[src/mul_div_pkg.sv]
// ********************
// shared widths, operation enum, issue and write-back structs
// and the helpers that classify an operation
// ********************

package mul_div_pkg;

	localparam int XLEN  = 64;
	localparam int WLEN  = 32;
	localparam int TAG_W = 5;

	// last counter values, 2 quotient bits per step
	localparam logic [4:0] DIV_ITER   = 5'd31;
	localparam logic [4:0] DIV_ITER_W = 5'd15;

	typedef logic [XLEN-1:0]  xlen_t;
	typedef logic [TAG_W-1:0] tag_t;

	typedef enum logic [3:0] {
		op_mul, op_mulh, op_mulhsu, op_mulhu, op_mulw,
		op_div, op_divu, op_rem, op_remu,
		op_divw, op_divuw, op_remw, op_remuw
	} op_t;

	typedef struct packed {
		op_t  op;
		tag_t rd;
		logic makes_rd;
	} issue_t;

	typedef struct packed {
		logic  write;
		tag_t  rd;
		xlen_t data;
	} wb_t;

	function automatic logic is_mul_op(op_t op);
		return op inside {op_mul, op_mulh, op_mulhsu, op_mulhu, op_mulw};
	endfunction

	function automatic logic is_word_op(op_t op);
		return op inside {op_mulw, op_divw, op_divuw, op_remw, op_remuw};
	endfunction

	function automatic logic is_signed_div(op_t op);
		return op inside {op_div, op_rem, op_divw, op_remw};
	endfunction

	function automatic logic is_rem_op(op_t op);
		return op inside {op_rem, op_remu, op_remw, op_remuw};
	endfunction

endpackage

[src/div_radix4_step.sv]
// ********************
// one radix-4 divide step
// ********************
`timescale 1ns/1ns

module div_radix4_step
	import mul_div_pkg::*;
(
	input  logic [2*XLEN-1:0] remainder,
	input  xlen_t             divisor,
	input  logic [XLEN+1:0]   divisor3,
	input  xlen_t             quotient,
	output logic [2*XLEN-1:0] next_remainder,
	output xlen_t             next_quotient,
	output xlen_t             partial_rem
);

	always_comb begin
		logic [XLEN+1:0] top;
		logic [XLEN+2:0] trial3;
		logic [XLEN+2:0] trial2;
		logic [XLEN+2:0] trial1;
		logic [1:0]      digit;
		xlen_t           sel;

		// partial remainder with the next two dividend bits
		top    = {remainder[2*XLEN-1:XLEN], remainder[XLEN-1:XLEN-2]};
		trial3 = {1'b0, top} - {1'b0, divisor3};
		trial2 = {1'b0, top} - {2'b0, divisor, 1'b0};
		trial1 = {1'b0, top} - {3'b0, divisor};

		if (!trial3[XLEN+2]) begin
			digit = 2'd3;
			sel   = trial3[XLEN-1:0];
		end else if (!trial2[XLEN+2]) begin
			digit = 2'd2;
			sel   = trial2[XLEN-1:0];
		end else if (!trial1[XLEN+2]) begin
			digit = 2'd1;
			sel   = trial1[XLEN-1:0];
		end else begin
			digit = 2'd0;
			sel   = top[XLEN-1:0];	// already below the divisor
		end

		next_remainder = {sel, remainder[XLEN-3:0], 2'b00};
		next_quotient  = {quotient[XLEN-3:0], digit};
		partial_rem    = sel;
	end

endmodule

[src/div_unit.sv]
// ********************
// iterative divider
// setup, radix-4 iterations, sign fix-up, wait for port
// ********************
`timescale 1ns/1ns

module div_unit
	import mul_div_pkg::*;
(
	input  logic   clk,
	input  logic   arst_n,
	input  logic   enable,
	input  issue_t issue,
	input  xlen_t  r1,
	input  xlen_t  r2,
	input  logic   div_ack,
	output logic   div_done,
	output wb_t    div_wb,
	output logic   divide_busy
);

	typedef enum logic [2:0] {st_idle, st_setup, st_iter, st_fix, st_wait} div_state_t;

	div_state_t state;

	issue_t d_issue;
	xlen_t  op_a;
	xlen_t  op_b;
	xlen_t  divisor;
	logic [XLEN+1:0]   divisor3;
	logic [2*XLEN-1:0] remainder;
	xlen_t  quotient;
	logic [$bits(DIV_ITER)-1:0] count;
	logic   negate;
	xlen_t  result;

	logic [2*XLEN-1:0] next_remainder;
	xlen_t  next_quotient;
	xlen_t  partial_rem;

	logic  start;
	logic  word;
	logic  rem;
	logic  a_neg;
	logic  b_neg;
	xlen_t a_mag;
	xlen_t b_mag;
	logic  div_zero;

	assign start = enable && !is_mul_op(issue.op);
	assign word  = is_word_op(d_issue.op);
	assign rem   = is_rem_op(d_issue.op);

	// operand magnitudes from the latched operands
	always_comb begin
		a_neg = is_signed_div(d_issue.op) && (word ? op_a[WLEN-1] : op_a[XLEN-1]);
		b_neg = is_signed_div(d_issue.op) && (word ? op_b[WLEN-1] : op_b[XLEN-1]);
		if (word) begin
			a_mag = {{WLEN{1'b0}}, a_neg ? -op_a[WLEN-1:0] : op_a[WLEN-1:0]};
			b_mag = {{WLEN{1'b0}}, b_neg ? -op_b[WLEN-1:0] : op_b[WLEN-1:0]};
		end else begin
			a_mag = a_neg ? -op_a : op_a;
			b_mag = b_neg ? -op_b : op_b;
		end
		div_zero = b_mag == '0;
	end

	div_radix4_step u_step (
		.remainder      (remainder),
		.divisor        (divisor),
		.divisor3       (divisor3),
		.quotient       (quotient),
		.next_remainder (next_remainder),
		.next_quotient  (next_quotient),
		.partial_rem    (partial_rem)
	);

	always_ff @(posedge clk or negedge arst_n) begin
		if (!arst_n) begin
			state <= st_idle;
		end else begin
			case (state)
				st_idle:  if (start) state <= st_setup;
				st_setup: state <= div_zero ? st_wait : st_iter;	// by zero skips the loop
				st_iter:  if (count == '0) state <= negate ? st_fix : st_wait;
				st_fix:   state <= st_wait;
				st_wait:  if (div_ack) state <= st_idle;
				default:  state <= st_idle;
			endcase
		end
	end

	always_ff @(posedge clk) begin
		case (state)
			st_idle: begin
				if (start) begin
					d_issue <= issue;
					op_a    <= r1;
					op_b    <= r2;
				end
			end
			st_setup: begin
				divisor   <= b_mag;
				divisor3  <= {2'b00, b_mag} + {1'b0, b_mag, 1'b0};
				remainder <= word ? {{XLEN{1'b0}}, a_mag[WLEN-1:0], {WLEN{1'b0}}}
				                  : {{XLEN{1'b0}}, a_mag};
				quotient  <= '0;
				count     <= word ? DIV_ITER_W : DIV_ITER;
				negate    <= rem ? a_neg : a_neg ^ b_neg;	// remainder follows dividend
				result    <= rem ? op_a : '1;
			end
			st_iter: begin
				remainder <= next_remainder;
				quotient  <= next_quotient;
				count     <= count - 1'b1;
				if (count == '0)
					result <= rem ? partial_rem : next_quotient;
			end
			st_fix: result <= -result;
			default: ;
		endcase
	end

	assign div_done    = state == st_wait;
	assign divide_busy = state != st_idle;

	assign div_wb.write = d_issue.makes_rd;
	assign div_wb.rd    = d_issue.rd;
	assign div_wb.data  = word ? {{WLEN{result[WLEN-1]}}, result[WLEN-1:0]} : result;

endmodule

[config.mk]
export PLATFORM = sky130hd
export DESIGN_NAME = div_unit
export DESIGN_NICKNAME = d
export VERILOG_FILES = /design/src/mul_div_pkg.sv /design/src/div_radix4_step.sv /design/src/div_unit.sv
export SDC_FILE = /design/constraint.sdc
export NUM_CORES = 2
export LEC_CHECK = 0
export ABC_AREA = 0
export BUFFER_PORTS_ARGS = -buffer_cell sky130_fd_sc_hd__buf_2
export CAP_MARGIN = 10
export CELL_PAD_IN_SITES_DETAIL_PLACEMENT = 1
export CELL_PAD_IN_SITES_GLOBAL_PLACEMENT = 1
export CORE_MARGIN = 2
export CORE_UTILIZATION = 35
export DETAILED_ROUTE_END_ITERATION = 12
export GPL_ROUTABILITY_DRIVEN = 0
export PLACE_DENSITY = 0.69
export SLEW_MARGIN = 5
export SYNTH_ARGS = -nofsm -noshare
export SYNTH_HDL_FRONTEND = slang
export SYNTH_SLANG_ARGS = --single-unit
export TNS_END_PERCENT = 10
[constraint.sdc]
create_clock -name clk -period 10.2 [get_ports clk]
set_input_delay 2.04 -clock clk [delete_from_list [all_inputs] [get_ports clk]]
set_output_delay 2.04 -clock clk [all_outputs]
set_load 0.02 [all_outputs]
Word level (Yosys, flattened, before mapping)
Index checks and enable logic that the tools add are counted.
- bits in registers: 531
- input bits: 142
- word-level logic and storage cells: 92
- $add $sub $neg: 10
- eq/ne operators: 19
- muxes and demuxes: 31
- bitwise gates (word level): 1
- reductions and logical operators: 18
- operator list (kind ; count):
    $mux 64 ; 12
    $pmux 128 s2 ; 1
    $neg 64->64 ; 3
    $pmux 64 s3 ; 1
    $pmux 62 s2 ; 1
    $sub 66x64->67 ; 1
    $sub 66x65->67 ; 1
    $sub 66x66->67 ; 1
    $add 64x65->66 ; 1
    $logic_not 64->1 ; 1
    $mux 32 ; 2
    $neg 32->32 ; 2
    $eq 4x4->1 const B ; 5
    $eq 4x3->1 const B ; 4
    $mux 3 ; 5
    $pmux 3 s5 ; 1
    $pmux 5 s2 ; 1
    $reduce_bool 5->1 ; 2
    $eq 4x2->1 const B ; 2
    $reduce_bool 4->1 ; 2
    $eq 3x2->1 const B ; 2
    $ne 2x2->1 const B ; 3
    $reduce_bool 3->1 ; 2
    $logic_not 5->1 ; 1
    other kinds (15) ; 22

Longest topological paths before layout
- depth in word-level cells: 9
- gate-level depth with buffers: 27
- mapped depth without buffers: 26

Hierarchy
Synthesis repeated with hierarchy kept, for this count alone.
- cells, all modules: 5021
- area total of the unflattened synthesis: 44547.7 sq um
- modules (own cells, without submodules) (module ; times used ; cells an instance ; area an instance (sq um) ; sequential area each (sq um)):
    div_unit ; 1 ; 2698 ; 29549.6 ; 15960.3
    div_radix4_step ; 1 ; 2323 ; 14998.1 ; 0.0

Worst setup path after synthesis
No wires, ideal clock.
- path type: input to register
- start: input port issue[7] (netlist name)
- end: register d_issue[6] (netlist name) (enable)
- setup time: 0.637 ns
- arrival: 7.962 ns
- data required time: 9.563 ns
- setup slack: 1.601 ns
- stages on the path: 3
- path buffers: 0
- path through: o21a_1 o21ai_0 nor2_1
- cells in the longest elaborated chain, start to end: 5
- ends and longest elaborated chain (what ; line ; RTL):
    from (decl) ; div_unit.sv:13 ; input issue_t issue,
    $eq 4x1->1, or another cell as far along ; mul_div_pkg.sv:38 ; return op inside {op_mul, op_mulh, op_mulhsu, op_mulhu, op_mulw};
    $reduce_bool 5->1 * ; mul_div_pkg.sv:38 ;
    $logic_not 1->1 * ; div_unit.sv:50 ; assign start = enable && !is_mul_op(issue.op);
    $logic_and 1x1->1 * ; div_unit.sv:50 ;
    $reduce_and 2->1 (no source line) * ; -- ;
    to (signal assigned) ; div_unit.sv:97 ; d_issue <= issue;
    to (decl) ; div_unit.sv:26 ; issue_t d_issue;
Mark *: on every way between the ends. The rest lies on a longest branch, timed or not.
A chain may end at the register's enable or synchronous reset.

Worst setup path in the final report
- start: register op_b[8]
- end: register divisor3[65], data pin
- cells in the longest elaborated chain, start to end: 4
- ends and longest elaborated chain (what ; line ; RTL):
    from (decl) ; div_unit.sv:28 ; xlen_t op_b;
    from (signal assigned) ; div_unit.sv:99 ; op_b <= r2;
    $neg 64->64 ; div_unit.sv:63 ; b_mag = b_neg ? -op_b : op_b;
    $mux 64 ; div_unit.sv:63 ;
    $mux 64 ; div_unit.sv:58 ; if (word) begin
    named net b_mag[47] ; div_unit.sv:47 ; xlen_t b_mag;
    $add 64x65->66 ; div_unit.sv:104 ; divisor3 <= {2'b00, b_mag} + {1'b0, b_mag, 1'b0};
    to (signal assigned) ; div_unit.sv:104 ;
    to (decl) ; div_unit.sv:30 ; logic [XLEN+1:0] divisor3;
The timed path passes the listed nets, and every way through them passes these cells.

==> metrics.txt <==
Post-Synthesis Cells=4715; Syn Nets=5146; synth unique cells=91; status=finished, final reports clean; Post-DP HPWL=132000 um; Async SR Flop Fraction=0.00566; max_cap viols=0; sequential area share after synthesis=0.379; met3 usage=0.0371; minimum clock period=6.67 ns; clock root cell=clkbuf_16; Avg Inst Size Synth=8.90 um^2; Clock Skew=0.0465 ns; FMAX=150 MHz; most frequent cells after synthesis=edfxtp_1 (527), a21oi_1 (436), nand2_1 (432), nor2_1 (365), o21ai_0 (344); final setup fails=0; final period utilization=0.654; Data required, critical path=10.63 ns; min-delay src=remainder[5]; PortBufs=213; setup TNS=0 ns; final wirelength=167000 um; Initial Util=0.351; Slew Limit Headroom=0.213; final hold viol count=0; fin. max-slew vios=0; met2 Use GR=0.381; worst r2r dst=divisor3[65]; synthesized area=42000 um^2; clk buf depth=3; CTS resizes=0; RSZ-0062 raised after global routing=false; total track usage=0.264; flop2flop setup slack=3.53 ns; Layout fillers=14011; CP max FO=8; largest cells by area after synthesis=edfxtp_1 (38%), ha_1 (8.5%), a21oi_1 (5.2%); antenna violations before repair=3; Die Ht=350 um; Post-synth EDFFs=527; clk slew on worst S/H paths=0.07 ns; worst-skew pair later-pin latency=0.69 ns; Post-CTS Setup Inserts=0; grt met1 use=0.383; grt ovf=0; Avg WL per Cell=25.9 um; area fraction of the dominant cell type after synthesis=0.377; Worst Setup End Kind=flip-flop; area leader, netlist=edfxtp_1; nets=5196; Vias/cell=5.91; CTS Sinks=530; CTS Buf Count=57; drt pass-1 iters=6; layout cells sized above 1=0.0879; row count=127; Synth Warn #=0; largest net degree at the start of global routing=76; vias in the first global route=36995; R2R depth=20; grt peak-use layer=met1; hold buffers post-CTS=0; Hold Path Sink=remainder[7]; top-count cell post-synth=edfxtp_1; Worst Tran Pin Value=1.17 ns; DR iter-0 viols=4096; die area=123000 um^2; Synth Flop Type=edfxtp_1; HP Class=reg2reg; via count=38009; Remaining DRCs=0; CTS tree=done; Critical Path Start Type=flip-flop; Boundary Pins=214; Max H-tree Level=2; data arrival time of the worst path=7.09 ns; synthesis-to-finish area growth=10.5%; Core Area=119000 um^2; worst r2r src=op_b[8]; WHS Path Cells=2; first-pass GRT wire length=245000 um; crit path kind=reg2reg; Seq cells post-synth=530; DIE WIDTH=350 um; post-route ant nets=0
-- per-layer routing --
metal | up-vias | share of wire | routed length [um]
li1 | 17367 | - | -
met1 | 18856 | 0.45 | 74900
met2 | 1506 | 0.41 | 68900
met3 | 276 | 0.080 | 13300
met4 | 4 | 0.056 | 9410
met5 | - | 0.00016 | 27
-- kinds of logic (layout without fill, tap and decap cells) --
family / Yosys count / count (layout) / share of synthesized area
xor gates and xnor gates: 416 / 416 / 0.0870
other: 0 / 1 / 0
adders and majority gates: 291 / 291 / 0.0873
buffers and inverters: 550 / 648 / 0.0526
DFF: 530 / 530 / 0.379
and+or+nand+nor: 1387 / 1387 / 0.158
AOI/OAI and AO/OA: 1508 / 1508 / 0.228
muxes: 33 / 33 / 0.00799
-- layout by cell type (no fill, tap or decap), types with 22 or more instances in the layout --
cell       instances
a211oi_1          33
a21o_1           198
a21oi_1          435
a31oi_1           55
and2_1            34
and3_1           100
buf_2            213
buf_4             46
clkbuf_16         57
edfxtp_1         527
ha_1             285
inv_1            279
mux2i_1           29
nand2_1          429
nand2b_1          51
nand3_1           72
nand4_1           72
nor2_1           359
nor2b_1           33
nor3_1            89
nor4_1            36
o211ai_1          44
o21a_1            33
o21ai_0          338
o21bai_1          52
o22ai_1           34
o31ai_1           52
o41ai_1           22
or3_1             29
xnor2_1          230
xor2_1           185
-- metrics by stage --
step	std cells	hold slack [ns]	instance area, um^2	util	setup WS (ns)
final	6426	0.527	46400	0.388	3.53
after global routing	6425	0.557	46400	0.388	2.89
after CTS	6425	0.528	46400	0.388	3.55
after detailed placement	6318	0.516	44400	0.371	3.54
after global placement	6318	0.503	44400	0.371	3.81
after floorplan	4715	0.496	42000	-	1.60
-- worst max-delay path: stages, from the launching register on --
cell and delay [ns]:
edfxtp_1 0.44, nor3_1 0.57, nand4b_1 0.44, nor3_1 0.84, nand2_1 0.27, nor3b_1 0.63, nand2_1 0.21, o41ai_1 0.38
xor2_1 0.18, nand2b_1 0.14, inv_1 0.09, ha_1 0.39, a21o_1 0.21, a21o_1 0.17, a21o_1 0.18, a21o_1 0.18
a21oi_1 0.19, or2_2 0.16, nand4_1 0.19, a41oi_1 0.46, o21bai_1 0.11
-- flip-flops by register name, summed over array words and instances, names as in the netlist --
name / flops
divisor: 64
count: 5
quotient: 62
result: 64
op_a: 64
d_issue: 4
state: 3
remainder: 128
negate: 1
op_b: 64
div_wb: 6
divisor3: 65
-- layout make-up --
cell class / count / area, um^2 / area share
clock buffer: 62 / 1450 / 0.0312
timing repair buffer: 259 / 1410 / 0.0304
inverter: 282 / 1060 / 0.0229
tap: 1612 / 2020 / 0.0435
antenna: 1 / 2.50 / 0.0000540
sequential: 530 / 15900 / 0.343
clock inverter: 45 / 574 / 0.0124
multi-input combinational: 3635 / 24000 / 0.517
-- worst max-delay path by stage --
stage	start	endpoint	slack (ns)	depth (start not counted)
floorplan	issue[7]	d_issue[6]	1.60	3
global placement	op_b[8]	state[2]	3.81	17
detailed placement	op_b[8]	state[2]	3.54	17
CTS	op_b[8]	state[2]	3.55	17
global route	op_b[8]	divisor3[63]	2.89	20
finish	op_b[8]	divisor3[65]	3.53	20
Power is not shown: default switching activity piles up to over one toggle a cycle in this logic, so the estimate is an artifact.
